==> src/source/ppu_pkg.sv <==
`default_nettype none

package ppu_pkg;

  // ============================================================
  // widths
  // ============================================================
  localparam int VD_WIDTH          = 7;   // n64 bus byte and one colour sample
  localparam int COLOR_OUT_WIDTH   = 8;
  localparam int NUM_CHANNELS      = 3;   // r, g, b
  localparam int SAMPLES_PER_PIXEL = 4;   // sync, r, g, b
  localparam int LINE_CNT_WIDTH    = 10;
  localparam int SYNC_WIDTH        = 4;
  localparam int GAMMA_SEL_WIDTH   = 2;
  localparam int SL_STRENGTH_WIDTH = 2;
  localparam int PHASE_WIDTH       = $clog2(SAMPLES_PER_PIXEL);

  // sync word bit positions, all active low
  localparam int SYNC_NVSYNC = 3;
  localparam int SYNC_NHSYNC = 1;

  // position of the current byte within one pixel
  localparam logic [PHASE_WIDTH-1:0] PHASE_SYNC = '0;
  localparam logic [PHASE_WIDTH-1:0] PHASE_R    = PHASE_WIDTH'(1);
  localparam logic [PHASE_WIDTH-1:0] PHASE_G    = PHASE_WIDTH'(2);
  localparam logic [PHASE_WIDTH-1:0] PHASE_B    = PHASE_WIDTH'(SAMPLES_PER_PIXEL - 1);

  // ============================================================
  // gamma curves and mode detection
  // ============================================================
  localparam logic [GAMMA_SEL_WIDTH-1:0] GAMMA_LINEAR = 2'd0;
  localparam logic [GAMMA_SEL_WIDTH-1:0] GAMMA_BRIGHT = 2'd1;  // L + (255-L)/4
  localparam logic [GAMMA_SEL_WIDTH-1:0] GAMMA_DARK   = 2'd2;  // L - L/4
  localparam logic [GAMMA_SEL_WIDTH-1:0] GAMMA_STRONG = 2'd3;  // L + (255-L)/2

  // 576i/288p fields carry at least this many lines
  localparam logic [LINE_CNT_WIDTH-1:0] PAL_LINE_THRESHOLD = 10'd288;

  // ============================================================
  // input byte, read as sync word or as colour sample
  // ============================================================
  typedef union packed {
    struct packed {
      logic [VD_WIDTH-SYNC_WIDTH-1:0] unused;
      logic                           nvsync;
      logic                           nclamp;
      logic                           nhsync;
      logic                           ncsync;
    } sync;
    logic [VD_WIDTH-1:0] color;
  } vd_word_t;

endpackage

`default_nettype wire

==> src/source/gamma_channel.sv <==
`timescale 1ns/1ps
`default_nettype none

module gamma_channel (
  input  wire logic                                N64_CLK_i,
  input  wire logic                                rst_n_i,
  input  wire logic                                pix_valid_i,
  input  wire logic                                color16_i,
  input  wire logic [ppu_pkg::GAMMA_SEL_WIDTH-1:0] gamma_sel_i,
  input  wire logic [ppu_pkg::VD_WIDTH-1:0]        sample_i,
  output logic [ppu_pkg::COLOR_OUT_WIDTH-1:0]      color_o
);

  import ppu_pkg::*;

  logic [VD_WIDTH-1:0]        sample_red;
  logic [COLOR_OUT_WIDTH-1:0] lin;
  logic [COLOR_OUT_WIDTH-1:0] lin_inv;  // 255 - L
  logic [COLOR_OUT_WIDTH-1:0] curve;

  // 16 bit mode keeps 5 bits per channel
  assign sample_red = color16_i ? {sample_i[VD_WIDTH-1:2], 2'b00} : sample_i;
  assign lin        = {sample_red, sample_red[VD_WIDTH-1]};
  assign lin_inv    = ~lin;

  always_comb begin
    case (gamma_sel_i)
      GAMMA_LINEAR: curve = lin;
      GAMMA_BRIGHT: curve = lin + (lin_inv >> 2);
      GAMMA_DARK:   curve = lin - (lin >> 2);
      GAMMA_STRONG: curve = lin + (lin_inv >> 1);
      default:      curve = lin;
    endcase
  end

  always_ff @(posedge N64_CLK_i or negedge rst_n_i) begin
    if (!rst_n_i) begin
      color_o <= '0;
    end else if (pix_valid_i) begin
      color_o <= curve;
    end
  end

endmodule

`default_nettype wire

==> src/source/n64_ppu_top.sv <==
`timescale 1ns/1ps
`default_nettype none

module n64_ppu_top (
  input  wire logic                                  N64_CLK_i,
  input  wire logic                                  rst_n_i,
  input  wire logic                                  nVDSYNC_i,
  input  wire logic [ppu_pkg::VD_WIDTH-1:0]          VD_i,
  input  wire logic [ppu_pkg::GAMMA_SEL_WIDTH-1:0]   gamma_sel_i,
  input  wire logic                                  color16_i,
  input  wire logic                                  sl_en_i,
  input  wire logic [ppu_pkg::SL_STRENGTH_WIDTH-1:0] sl_strength_i,
  output logic                                       VSYNC_o,
  output logic                                       HSYNC_o,
  output logic                                       DE_o,
  output logic [ppu_pkg::NUM_CHANNELS*ppu_pkg::COLOR_OUT_WIDTH-1:0] VD_o,
  output logic                                       pal_o,
  output logic                                       interlaced_o
);

  import ppu_pkg::*;

  vd_word_t                   vd_word;
  logic                       pix_valid_w;
  logic [SYNC_WIDTH-1:0]      sync_w;
  logic [VD_WIDTH-1:0]        sample_w [NUM_CHANNELS];  // r, g, b
  logic [COLOR_OUT_WIDTH-1:0] color_w  [NUM_CHANNELS];
  logic                       line_odd_w;
  logic                       pix_valid_d;  // aligned with gamma output
  logic [SYNC_WIDTH-1:0]      sync_d;

  assign vd_word = VD_i;

  // ============================================================
  // input demux and video info
  // ============================================================
  vd_demux u_demux (
    .N64_CLK_i   (N64_CLK_i),
    .rst_n_i     (rst_n_i),
    .nVDSYNC_i   (nVDSYNC_i),
    .VD_i        (vd_word),
    .pix_valid_o (pix_valid_w),
    .sync_o      (sync_w),
    .sample_r_o  (sample_w[0]),
    .sample_g_o  (sample_w[1]),
    .sample_b_o  (sample_w[2])
  );

  vinfo_detect u_vinfo (
    .N64_CLK_i    (N64_CLK_i),
    .rst_n_i      (rst_n_i),
    .pix_valid_i  (pix_valid_w),
    .sync_i       (sync_w),
    .line_odd_o   (line_odd_w),
    .pal_o        (pal_o),
    .interlaced_o (interlaced_o)
  );

  // ============================================================
  // gamma per channel
  // ============================================================
  for (genvar ch = 0; ch < NUM_CHANNELS; ch++) begin : g_gamma
    gamma_channel u_gamma (
      .N64_CLK_i   (N64_CLK_i),
      .rst_n_i     (rst_n_i),
      .pix_valid_i (pix_valid_w),
      .color16_i   (color16_i),
      .gamma_sel_i (gamma_sel_i),
      .sample_i    (sample_w[ch]),
      .color_o     (color_w[ch])
    );
  end

  // gamma registers once, so valid and sync follow by one
  always_ff @(posedge N64_CLK_i or negedge rst_n_i) begin
    if (!rst_n_i) begin
      pix_valid_d <= 1'b0;
      sync_d      <= '1;
    end else begin
      pix_valid_d <= pix_valid_w;
      sync_d      <= sync_w;
    end
  end

  video_out_stage u_out (
    .N64_CLK_i     (N64_CLK_i),
    .rst_n_i       (rst_n_i),
    .pix_valid_i   (pix_valid_d),
    .sync_i        (sync_d),
    .color_r_i     (color_w[0]),
    .color_g_i     (color_w[1]),
    .color_b_i     (color_w[2]),
    .line_odd_i    (line_odd_w),
    .sl_en_i       (sl_en_i),
    .sl_strength_i (sl_strength_i),
    .VSYNC_o       (VSYNC_o),
    .HSYNC_o       (HSYNC_o),
    .DE_o          (DE_o),
    .VD_o          (VD_o)
  );

endmodule

`default_nettype wire

==> src/source/vd_demux.sv <==
`timescale 1ns/1ps
`default_nettype none

module vd_demux (
  input  wire logic                              N64_CLK_i,
  input  wire logic                              rst_n_i,
  input  wire logic                              nVDSYNC_i,
  input  wire ppu_pkg::vd_word_t                 VD_i,
  output logic                                   pix_valid_o,
  output logic [ppu_pkg::SYNC_WIDTH-1:0]         sync_o,
  output logic [ppu_pkg::VD_WIDTH-1:0]           sample_r_o,
  output logic [ppu_pkg::VD_WIDTH-1:0]           sample_g_o,
  output logic [ppu_pkg::VD_WIDTH-1:0]           sample_b_o
);

  import ppu_pkg::*;

  logic [PHASE_WIDTH-1:0] phase_q;  // phase of the byte now on VD_i

  // phase counter, sync latch and pixel strobe
  // phase 0 while idle means no sync byte seen yet
  always_ff @(posedge N64_CLK_i or negedge rst_n_i) begin
    if (!rst_n_i) begin
      phase_q     <= PHASE_SYNC;
      pix_valid_o <= 1'b0;
      sync_o      <= '1;
    end else begin
      pix_valid_o <= 1'b0;
      if (!nVDSYNC_i) begin
        phase_q <= PHASE_R;  // next byte is red
        sync_o  <= {VD_i.sync.nvsync, VD_i.sync.nclamp,
                    VD_i.sync.nhsync, VD_i.sync.ncsync};
      end else if (phase_q != PHASE_SYNC) begin
        phase_q <= phase_q + 1'b1;  // wraps to idle after blue
        if (phase_q == PHASE_B) begin
          pix_valid_o <= 1'b1;
        end
      end
    end
  end

  // colour holding registers
  always_ff @(posedge N64_CLK_i) begin
    if (nVDSYNC_i) begin
      case (phase_q)
        PHASE_R: sample_r_o <= VD_i.color;
        PHASE_G: sample_g_o <= VD_i.color;
        PHASE_B: sample_b_o <= VD_i.color;
        default: ;
      endcase
    end
  end

endmodule

`default_nettype wire

==> src/source/video_out_stage.sv <==
`timescale 1ns/1ps
`default_nettype none

module video_out_stage (
  input  wire logic                                  N64_CLK_i,
  input  wire logic                                  rst_n_i,
  input  wire logic                                  pix_valid_i,
  input  wire logic [ppu_pkg::SYNC_WIDTH-1:0]        sync_i,
  input  wire logic [ppu_pkg::COLOR_OUT_WIDTH-1:0]   color_r_i,
  input  wire logic [ppu_pkg::COLOR_OUT_WIDTH-1:0]   color_g_i,
  input  wire logic [ppu_pkg::COLOR_OUT_WIDTH-1:0]   color_b_i,
  input  wire logic                                  line_odd_i,
  input  wire logic                                  sl_en_i,
  input  wire logic [ppu_pkg::SL_STRENGTH_WIDTH-1:0] sl_strength_i,
  output logic                                       VSYNC_o,
  output logic                                       HSYNC_o,
  output logic                                       DE_o,
  output logic [ppu_pkg::NUM_CHANNELS*ppu_pkg::COLOR_OUT_WIDTH-1:0] VD_o
);

  import ppu_pkg::*;

  logic                       sl_active;
  logic                       valid_q;
  logic [SYNC_WIDTH-1:0]      sync_q;
  logic [COLOR_OUT_WIDTH-1:0] r_q;
  logic [COLOR_OUT_WIDTH-1:0] g_q;
  logic [COLOR_OUT_WIDTH-1:0] b_q;

  // V - floor(V * strength / 4)
  function automatic logic [COLOR_OUT_WIDTH-1:0] sl_dim(
    input logic [COLOR_OUT_WIDTH-1:0]   v,
    input logic [SL_STRENGTH_WIDTH-1:0] s
  );
    logic [COLOR_OUT_WIDTH+SL_STRENGTH_WIDTH-1:0] prod;
    prod = v * s;
    return v - COLOR_OUT_WIDTH'(prod >> 2);
  endfunction

  assign sl_active = sl_en_i & line_odd_i;

  // ============================================================
  // scanline stage
  // ============================================================
  always_ff @(posedge N64_CLK_i or negedge rst_n_i) begin
    if (!rst_n_i) begin
      valid_q <= 1'b0;
      sync_q  <= '1;
    end else begin
      valid_q <= pix_valid_i;
      if (pix_valid_i) begin
        sync_q <= sync_i;
      end
    end
  end

  always_ff @(posedge N64_CLK_i) begin
    if (pix_valid_i) begin
      r_q <= sl_active ? sl_dim(color_r_i, sl_strength_i) : color_r_i;
      g_q <= sl_active ? sl_dim(color_g_i, sl_strength_i) : color_g_i;
      b_q <= sl_active ? sl_dim(color_b_i, sl_strength_i) : color_b_i;
    end
  end

  // ============================================================
  // output registers
  // ============================================================
  always_ff @(posedge N64_CLK_i or negedge rst_n_i) begin
    if (!rst_n_i) begin
      VSYNC_o <= 1'b1;
      HSYNC_o <= 1'b1;
      DE_o    <= 1'b0;
      VD_o    <= '0;
    end else begin
      DE_o <= valid_q & (&sync_q);  // active video only
      if (valid_q) begin
        VSYNC_o <= sync_q[SYNC_NVSYNC];
        HSYNC_o <= sync_q[SYNC_NHSYNC];
        VD_o    <= (&sync_q) ? {r_q, g_q, b_q} : '0;  // black in blanking
      end
    end
  end

endmodule

`default_nettype wire

==> src/source/vinfo_detect.sv <==
`timescale 1ns/1ps
`default_nettype none

module vinfo_detect (
  input  wire logic                              N64_CLK_i,
  input  wire logic                              rst_n_i,
  input  wire logic                              pix_valid_i,
  input  wire logic [ppu_pkg::SYNC_WIDTH-1:0]    sync_i,
  output logic                                   line_odd_o,
  output logic                                   pal_o,
  output logic                                   interlaced_o
);

  import ppu_pkg::*;

  logic                      nhsync_prev;
  logic                      nvsync_prev;
  logic                      hs_fall;
  logic                      vs_fall;
  logic                      first_line;  // next hsync starts line 0
  logic [LINE_CNT_WIDTH-1:0] line_cnt;
  logic [LINE_CNT_WIDTH-1:0] prev_cnt;    // lines of the previous field

  assign hs_fall = nhsync_prev & ~sync_i[SYNC_NHSYNC];
  assign vs_fall = nvsync_prev & ~sync_i[SYNC_NVSYNC];

  always_ff @(posedge N64_CLK_i or negedge rst_n_i) begin
    if (!rst_n_i) begin
      nhsync_prev  <= 1'b1;
      nvsync_prev  <= 1'b1;
      first_line   <= 1'b1;
      line_cnt     <= '0;
      prev_cnt     <= '0;
      line_odd_o   <= 1'b0;
      pal_o        <= 1'b0;
      interlaced_o <= 1'b0;
    end else if (pix_valid_i) begin
      nhsync_prev <= sync_i[SYNC_NHSYNC];
      nvsync_prev <= sync_i[SYNC_NVSYNC];

      if (vs_fall) begin
        // field ends here
        pal_o        <= (line_cnt >= PAL_LINE_THRESHOLD);
        interlaced_o <= (line_cnt != prev_cnt);  // 262/263 alternation
        prev_cnt     <= line_cnt;
        line_cnt     <= LINE_CNT_WIDTH'(hs_fall);
        line_odd_o   <= 1'b0;
        first_line   <= ~hs_fall;
      end else if (hs_fall) begin
        line_cnt <= line_cnt + 1'b1;
        if (first_line) begin
          first_line <= 1'b0;
        end else begin
          line_odd_o <= ~line_odd_o;
        end
      end
    end
  end

endmodule

`default_nettype wire
==> config.mk <==
export PLATFORM = sky130hd
export DESIGN_NAME = n64_ppu_top
export DESIGN_NICKNAME = d
export VERILOG_FILES = /design/src/source/ppu_pkg.sv /design/src/source/gamma_channel.sv /design/src/source/n64_ppu_top.sv /design/src/source/vd_demux.sv /design/src/source/video_out_stage.sv /design/src/source/vinfo_detect.sv
export SDC_FILE = /design/constraint.sdc
export NUM_CORES = 1
export LEC_CHECK = 0
export BUFFER_PORTS_ARGS = -buffer_cell sky130_fd_sc_hd__buf_2
export CORE_MARGIN = 1
export CORE_UTILIZATION = 60
export CTS_CLUSTER_DIAMETER = 100
export CTS_CLUSTER_SIZE = 12
export DETAILED_ROUTE_END_ITERATION = 7
export PLACE_DENSITY = 0.82
export SLEW_MARGIN = 5
export SYNTH_ARGS = -nofsm -noshare
export SYNTH_HDL_FRONTEND = slang
export SYNTH_SLANG_ARGS = --single-unit
==> constraint.sdc <==
create_clock -name N64_CLK_i -period 6.1 [get_ports N64_CLK_i]
set_input_delay 0.61 -clock N64_CLK_i [delete_from_list [all_inputs] [get_ports N64_CLK_i]]
set_output_delay 0.61 -clock N64_CLK_i [all_outputs]
set_load 0.05 [all_outputs]
== Yosys cells after proc, flatten, opt, wreduce, memory -nomap -nowiden ==
Cells that the tools add are included.

* Bitwise operators: 11
* Reductions and logical operators: 10
* Multipliers: 3
* Add/sub/neg operators: 14
* Eq/ne operators: 9
* Order comparisons: 1
* Muxes and demuxes: 22

{| class="wikitable"
|+ Operators by type and width
! kind !! count
|-
| 8-bit one-hot mux with 4 select lines || 3
|-
| 8-bit by 2-bit multiplier with 10-bit output || 3
|-
| 8-bit by 6-bit adder with 8-bit output || 3
|-
| 8-bit by 7-bit adder with 8-bit output || 3
|-
| 24-bit two-way mux || 1
|-
| 8-bit two-way mux || 3
|-
| 8-bit inverter || 3
|-
| 8-bit by 6-bit subtractor with 8-bit output || 3
|-
| 8-bit subtractor || 3
|-
| 10-bit two-way mux || 2
|-
| 10-bit by 1-bit adder with 10-bit output (second input constant) || 1
|-
| 10-bit by 9-bit greater-or-equal comparator with 1-bit output (second input constant) || 1
|-
| 2-bit two-way mux || 5
|-
| 10-bit inequality test || 1
|-
| 2-bit AND reduction || 5
|-
| 2-bit equality test (second input constant) || 4
|-
| 1-bit two-way mux || 8
|-
| 1-bit bitwise AND || 4
|-
| 2-bit by 1-bit equality test with 1-bit output (second input constant) || 2
|-
| 2-bit by 1-bit inequality test with 1-bit output (second input constant) || 2
|-
| 1-bit inverter || 4
|-
| 4-bit AND reduction || 1
|-
| 2-bit nonzero test || 2
|-
| 3-bit AND reduction || 1
|-
| other kinds (2) || 2
|}

* Logic and storage cells: 98
* Bits in registers: 139
* Bits of input ports: 16
* Output and inout port bits: 29

== Depth between registers and ports, before layout ==
Gate-level depths: netlist of run 1.

* Word-level depth: 4
* Gate-level depth with buffers: 15
* Gate-level depth less buffers: 13

== By module ==
Synthesis of run 1 repeated with hierarchy kept, for this count alone.

* Cells, all modules: 1014
* Area total of the unflattened synthesis: 9412.8 µm²

{| class="wikitable"
|+ By module, submodules not included
! module !! area an instance (µm²) !! cells an instance !! instances !! sequential area each (µm²)
|-
| video_out_stage || 4180.3 || 438 || 1 || 1529.0
|-
| gamma_channel || 918.4 || 128 || 3 || 200.2
|-
| vinfo_detect || 1356.3 || 141 || 1 || 654.4
|-
| vd_demux || 991.0 || 46 || 1 || 810.8
|-
| n64_ppu_top || 130.1 || 5 || 1 || 130.1
|}

== Worst setup path after synthesis of run 1 ==
No wires, ideal clock.

* Kind: in2reg
* Start: input sl_strength_i[1] in the netlist's numbering
* End: register u_out.r_q[7] (data pin)
* Setup time: 258 ps
* Cell stages on the path: 15
* Data required time: 5842 ps
* Path slack: 2719 ps
* Path buffers: 2
* Arrival time: 3123 ps
* Cells stage by stage: buf_2 -> clkbuf_1 -> and2_1 -> ha_1 -> a21o_1 -> a31oi_1 -> o21a_1 -> nand2_1 -> o211a_1 -> ha_1 -> a21oi_1 -> nand2_1 -> o21ai_0 -> and4_1 -> nor3_1

* Longest elaborated chain between the ends: 3

{| class="wikitable"
|+ Ends and longest elaborated chain
! what !! line !! text
|-
| start, declared || n64_ppu_top.sv:12 || <nowiki>input wire logic [ppu_pkg::SL_STRENGTH_WIDTH-1:0] sl_strength_i,</nowiki>
|-
| 8-bit by 2-bit multiplier with 10-bit output || video_out_stage.sv:36 || <nowiki>prod = v * s;</nowiki>
|-
| 8-bit subtractor || video_out_stage.sv:37 || <nowiki>return v - COLOR_OUT_WIDTH'(prod >> 2);</nowiki>
|-
| 8-bit two-way mux || video_out_stage.sv:59 || <nowiki>r_q <= sl_active ? sl_dim(color_r_i, sl_strength_i) : color_r_i;</nowiki>
|-
| end signal, assigned || video_out_stage.sv:59 ||
|-
| end, declared || video_out_stage.sv:26 || <nowiki>logic [COLOR_OUT_WIDTH-1:0] r_q;</nowiki>
|}

No other way between the ends.
A chain may end at the register's enable or synchronous reset.

== Final worst setup path of run 1 ==
Ends and elaborated chain as after synthesis.

==> out/metrics.yaml, run 1 <==
layout:
  drive_above_1_share_pct: 11.11
  num_antenna_cells: 0
  layout.nets: 1152
  syn2layout_area_growth_pct: 9.789
  design_area_um2: 10260
logic_synthesis:
  synth_common_cells: "121 x nand2_1, 84 x nor2_1, 77 x dfrtp_1"
  synth_xor_area_share_pct: 4.124
  synthFlopType: "dfrtp_1"
  synth_top_area_share_pct: 20.62
  syn_inst: 1037
  synth_top_family_by_area: "simple AND/OR/NAND/NOR gates"
  ys_seq_area_share_pct: 39.86
  synth-simple-area-share_pct: 21.21
  synth.avg_cell_area_um2: 9.011
  synth_fa_ha_area_share_pct: 11.17
  synth.largest_area_cell: "dfrtp_1"
  synth_area_um2: 9344
  ys_types: 62
  yosysWarnings: 0
  synth.most_common_cell: "nand2_1"
  synth_async_sr_flop_share_pct: 67.63
  muxShareOfSynthArea_pct: 1.982
  synth_compound_area_share_pct: 17.14
  synth_edf_count: 45
  synth.area.top_cells: "dfrtp_1 21%, edfxtp_1 14%, ha_1 9.2%"
  synth.ff_latch_count: 139
  synth.net_count: 1131
clock_tree:
  cts_made_buffers: 17
  postCtsResizedCells: 0
  cts-root-buf: "clkbuf_16"
  htreeDepth: 4
  hold_buffers: 0
  cts_tree: "built"
  clk_pin_slew_ns: 0.06
  clock_path_buffers: 2
  cts.sink_count: 139
  clock_latency_ns: 0.43
  cts_setup_buffers: 0
place:
  dpl_cell_area_um2: 9639
  pre_cts_slack_ns: 2.460
  io_buffers: 44
  hpwl_um: 12990
  routabilityCongestion: 0.8370
setup_path:
  cp.arrival_ns: 3.38
  worstPathRequired_ns: 6.28
  cp_slowest_cell: "buf_2"
  slowest_delay_ns: 0.34
  critPathMaxFanout: 27
  cp-start-kind: "input pin"
  path_class: "input pin to register"
  critPathCaptureType: "register"
  path_cells: "buf_2, and2_1, ha_1, a21o_1, a31oi_1, o21a_1, nand2_1, o211a_1, ha_1, a21oi_1, nand2_1, o21ai_0, and4_1, nor3_1"
route:
  drt_wl_total_um: 18610
  drc: 0
  wl_per_cell_um: 14.78
  viasPerCell: 5.907
  drtPass1Iterations: 5
  ant_nets: 0
  vias: 7437
  drtIter0Drc: 658
power:
  ir_drop_mv: 0.2585
  p_leak_nw: 4.509
  power.density_nw_per_um2: 470.9
  power.total_w: 0.004831
timing:
  finalWorstSetupSlack_ns: 2.902
  fin_worst_skew_ns: 0.007066
  rsz0062_at_grt: "false"
  setup_viol_count_final: 0
  min_period_ns: 3.198
  tightest_slew_ns: 1.114
  fin_crit_sh_pct: 52.42
  fin_hold_ws_ns: 0.06700
  clock.fmax_ghz: 0.3127
  finalSetupTns_ns: 0
  hold_viol_final: 0
  slew_headroom_pct: 25.74
  slew_violations: 0
global_route:
  antenna_found_initial: 0
  first_global_vias: 6805
  grt_max_degree: 70
  grt_usage_pct: 24.52
  grt_overflow: 0
  grt_pass1_wl_um: 31800
die:
  die_w_um: 126.8
  row_count: 45
  boundaryPins: 45
  fp.dieH_um: 126.8
  dieArea_um2: 16080
  core_area_um2: 15200
  initial_core_util_pct: 61.47
job:
  drv_cap: 0
hold_path:
  hold_path_class: "input pin to async pin"
status:
  status: "finished, final reports clean"
## metrics by stage
stage	utilization (%)	instances
after detailed placement	63.41	1227
final	67.48	1259
after CTS	67.48	1259
after global routing	67.48	1259
after floorplan	-	1037
after global placement	63.41	1227
## layout make-up
| cell class | instances | area, um2 |
|---|---|---|
| multi-input cells | 792 | 5197 |
| clock buffers | 20 | 500.5 |
| repair buffers | 49 | 260.3 |
| inverters | 59 | 221.5 |
| fillers | 1202 | 4943 |
| well taps | 188 | 235.2 |
| flip-flops and latches | 139 | 3725 |
| clock inverters | 12 | 118.9 |
## logic make-up after synthesis
logic type	Yosys count
mux	17
buf+inv	106
compound gates	258
simple gates	395
xor+xnor	44
flops	139
fa+ha+maj	78
## final timing paths
path | end | cells after the start | slack [ns] | from
max in group asynchronous | pix_valid_d$_DFF_PN0_ | 2 | 4.86 | rst_n_i
worst min register to register | sync_d[0]$_DFF_PN1_ | 0 | 0.37 | u_demux.sync_o[0]$_DFFE_PN1N_
worst min-delay path | u_out.VD_o[14]$_DFFE_PN0P_ | 1 | 0.07 | rst_n_i
min in group N64_CLK_i | sync_d[0]$_DFF_PN1_ | 0 | 0.37 | u_demux.sync_o[0]$_DFFE_PN1N_
worst max register to register | u_out.r_q[7]$_DFFE_PP_ | 13 | 2.94 | g_gamma[0].u_gamma.color_o[2]$_DFFE_PN0P_
worst max-delay path | u_out.r_q[7]$_DFFE_PP_ | 14 | 2.90 | sl_strength_i[1]
## report_power, final
group | internal (W) | switching, W
clock network | 0.000643 | 0.000427
registers | 0.00125 | 0.000236
logic | 0.000960 | 0.00131
## worst max-delay path: cells and delay by family
| kind | cells | cell delay, ns |
|---|---|---|
| AO/OA/AOI/OAI | 6 | 1.21 |
| adder cells (fa/ha/maj) | 2 | 0.61 |
| AND/OR/NAND/NOR | 5 | 0.60 |
| buffers and inverters | 1 | 0.34 |
## registers in the layout, summed over array words and instances, names as in the netlist, 2 cells and up
signal	cells
sync_d	4
u_out.VD_o	24
u_out.b_q	8
u_out.g_q	8
u_out.r_q	8
u_vinfo.prev_cnt	10
u_demux.sync_o	4
g_gamma.u_gamma.color_o	24
u_demux.phase_q	2
u_demux.sample_g_o	7
u_vinfo.line_cnt	10
u_demux.sample_b_o	7
u_out.sync_q	4
u_demux.sample_r_o	7
## layout by cell type, fill, tap and decap left out, drive strengths merged, types with 5 or more instances in the layout
cell / netlist / final
a211oi: 16 / 16
fa: 9 / 9
clkbuf: 31 / 20
dfrtp: 77 / 77
and2: 40 / 40
a31oi: 19 / 19
edfxtp: 45 / 45
a21o: 18 / 18
and3: 14 / 14
nand3: 22 / 22
a21oi: 63 / 63
or3: 9 / 9
nand2: 124 / 124
dfstp: 17 / 17
o21ai: 79 / 79
nor2: 84 / 84
mux2: 12 / 12
o32ai: 7 / 7
buf: 16 / 49
mux2i: 5 / 5
o21a: 21 / 21
inv: 58 / 65
nor3: 25 / 25
xnor2: 24 / 24
o31ai: 8 / 8
ha: 69 / 69
o211ai: 5 / 5
nor2b: 9 / 9
and4: 9 / 9
nand2b: 18 / 18
nand4: 11 / 11
clkinv: 1 / 5
xor2: 20 / 20
## per-layer routing
metal | part of all wire (%) | up-vias | track usage (%)
met4 | 1.2 | 0 | 7.213
met1 | 48 | 3468 | 34.32
met3 | 5.6 | 19 | 5.399
li1 | - | 3744 | -
met5 | 0 | - | 0
met2 | 45 | 206 | 38.32
No activity file was read; power rests on OpenSTA's default activity.
==> inputs of run 2 (changes only) <==
CORE_UTILIZATION = 57   (was 60)
clock period = 2.6 ns   (was 6.1 ns; I/O delays follow)
==> run 2 against run 1 <==
  * Sequential share of layout area down 5.8 points
  * Register-to-register slack worse by 3.3 ns
  * Global-route usage up 2.5 points
  * Combinational power rose to 4.1 times the previous value
  * Sequential cell count unchanged
  * The flow now finishes with violations (setup timing)
  * Clock skew about the same
  * Via count up 16%
  * Clock power up 130%
  * Design area up 19%
  * Worst hold slack worse by 0.0025 ns
  * Cell count up 16%
  * Critical path type is now register to register
  * Power rose to 3.1 times the previous value
==> out/metrics.yaml, run 2 (same netlist as run 1, synthesis figures left out) <==
setup_path:
  critPathMaxFanout: 4
  rr_worst_depth: 13
  cp-start-kind: "register"
  cp.arrival_ns: 3.13
  critPathCaptureType: "register"
  worstPathRequired_ns: 2.77
  path_class: "register to register"
  ff2ff_setup_slack_ns: -0.36
timing:
  min_period_ns: 2.958
  fin_worst_skew_ns: 0.006999
  fin_crit_sh_pct: 113.8
  setup_viol_count_final: 13
  slew_violations: 0
  hold_viol_final: 0
  finalWorstSetupSlack_ns: -0.3581
  slew_headroom_pct: 25.08
  fin_hold_ws_ns: 0.06453
  rsz0062_at_grt: "true"
  tightest_slew_ns: 1.120
  clock.fmax_ghz: 0.3381
hold_path:
  hold-path-cell-count: 1
  hold_path_class: "input pin to register"
power:
  p_leak_nw: 5.441
  power.density_nw_per_um2: 1232
  ir_drop_mv: 0.7605
die:
  initial_core_util_pct: 58.61
  core_area_um2: 15940
  die_w_um: 130.0
  boundaryPins: 45
  row_count: 46
  fp.dieH_um: 130.0
  dieArea_um2: 16910
clock_tree:
  cts_made_buffers: 17
  cts-root-buf: "clkbuf_16"
  htreeDepth: 4
  cts.sink_count: 139
  clock_latency_ns: 0.43
  clk_pin_slew_ns: 0.06
  clock_path_buffers: 2
  cts_tree: "built"
global_route:
  first_global_vias: 7723
  grt_max_degree: 56
  grt_pass1_wl_um: 35920
  grt_overflow: 0
  antenna_found_initial: 0
  grt_usage_pct: 27.04
layout:
  layout_commonest_cell: "buf_4"
  num_antenna_cells: 0
  top_regs: "g_gamma.u_gamma.color_o x24, u_out.VD_o x24"
  multi_input_area_um2: 5781
  seq_area_um2: 3725
  syn2layout_area_growth_pct: 30.61
  drive_above_1_share_pct: 32.18
  layout_common_cells: "168 x buf_4, 118 x nand2_1, 77 x nor2_1, 77 x dfrtp_1, 56 x o21ai_0"
  finalNonFillerCells: 1459
  layout.nets: 1324
  nFillCells: 981
job:
  drv_cap: 0
route:
  drt_wl_total_um: 24710
  viasPerCell: 5.897
  ant_nets: 0
  dr_wl_met3_um: 1161
  drc: 0
  drtPass1Iterations: 6
  wl_met1_um: 10460
  dr_wl_met2_um: 12440
  drtIter0Drc: 889
  maxUsedRoutingLayer: "met4"
  wl_per_cell_um: 16.94
  vias: 8604
place:
  place_inst: 1392
  hpwl_um: 15730
  routabilityCongestion: 0.8619
  io_buffers: 44
status:
  status: "finished, violations left"
  violations: "setup timing"
==> run 2: cell types whose count changed in the layout (fill, tap and decap cells not counted), moves of 9 or more <==
cell and delta:
a21oi_1 -19, ha_4 +9, a21oi_2 +16, and2_1 -11, buf_4 +162, ha_1 -17, o21ai_0 -17, and2_4 +11
o21ai_1 +9
==> run 2: per-stage QoR <==
step | total power [W] | cell area, um2 | setup TNS [ns] | setup slack [ns] | util (%)
final | 0.01503 | 12200 | -2.608 | -0.3581 | 76.55
after global placement | 0.01028 | 10940 | -2.541 | -0.2721 | 68.62
after global routing | 0.01588 | 12200 | -3.737 | -0.4499 | 76.55
after detailed placement | 0.01065 | 10940 | -3.851 | -0.3390 | 68.62
after CTS | 0.01371 | 11730 | -1.598 | -0.2407 | 73.56
after floorplan | 0.008171 | 9593 | -0.4005 | -0.09244 | -
==> run 2: path summary, 6_finish.rpt <==
check                                                          start                              end
min                                                          VD_i[1]  u_demux.sample_b_o[1]$_DFFE_PP_
min reg2reg                            u_demux.sync_o[2]$_DFFE_PN1N_              sync_d[2]$_DFF_PN1_
max                        g_gamma[0].u_gamma.color_o[2]$_DFFE_PN0P_           u_out.r_q[7]$_DFFE_PP_
max in group asynchronous                                    rst_n_i   u_vinfo.first_line$_DFFE_PN1P_
max reg2reg                g_gamma[0].u_gamma.color_o[2]$_DFFE_PN0P_           u_out.r_q[7]$_DFFE_PP_
min in group asynchronous                                    rst_n_i       u_out.VD_o[13]$_DFFE_PN0P_
==> run 2: timing repair <==
item                                    4_1_cts  5_1_grt
hold buffers                                  1        0
resized for setup                            26       70
setup buffers                                 9       26
endpoints found under the setup margin       14       23
hold endpoints to repair                     33        0
pin swaps                                    36       68
==> run 2: metal layers <==
metal	global-route usage, %	up-vias
met3	4.592	58
li1	-	4083
met4	8.824	0
met5	0	-
met2	47.00	303
met1	34.17	4160
==> run 2: area by class of cell <==
class / count / share of cell area, %
Timing Repair Buffer: 221 / 13.15
Inverter: 59 / 1.815
Clock buffer: 20 / 3.834
Clock inverter: 12 / 1.097
Multi-Input combinational cell: 792 / 47.37
Sequential cell: 139 / 30.52
Tap cell: 216 / 2.214
==> run 2: worst max-delay path: stages, from the launching register on <==
cell and delay [ns]:
dfrtp_1 0.41, and2_4 0.18, fa_2 0.43, a211oi_2 0.31, nor2_1 0.10, o21a_1 0.19
nor2_2 0.11, xor2_1 0.07, ha_2 0.37, nand2_1 0.08, o21ai_2 0.12, o21ai_2 0.09
a21oi_1 0.16, nor3_1 0.08
==> run 2: where the power goes <==
group | internal, W | leakage, nW | total [W] | switching [W]
registers | 0.00294 | 1.59 | 0.00334 | 0.000402
clock network | 0.00150 | 0.297 | 0.00248 | 0.000976
logic | 0.00446 | 3.56 | 0.00921 | 0.00475
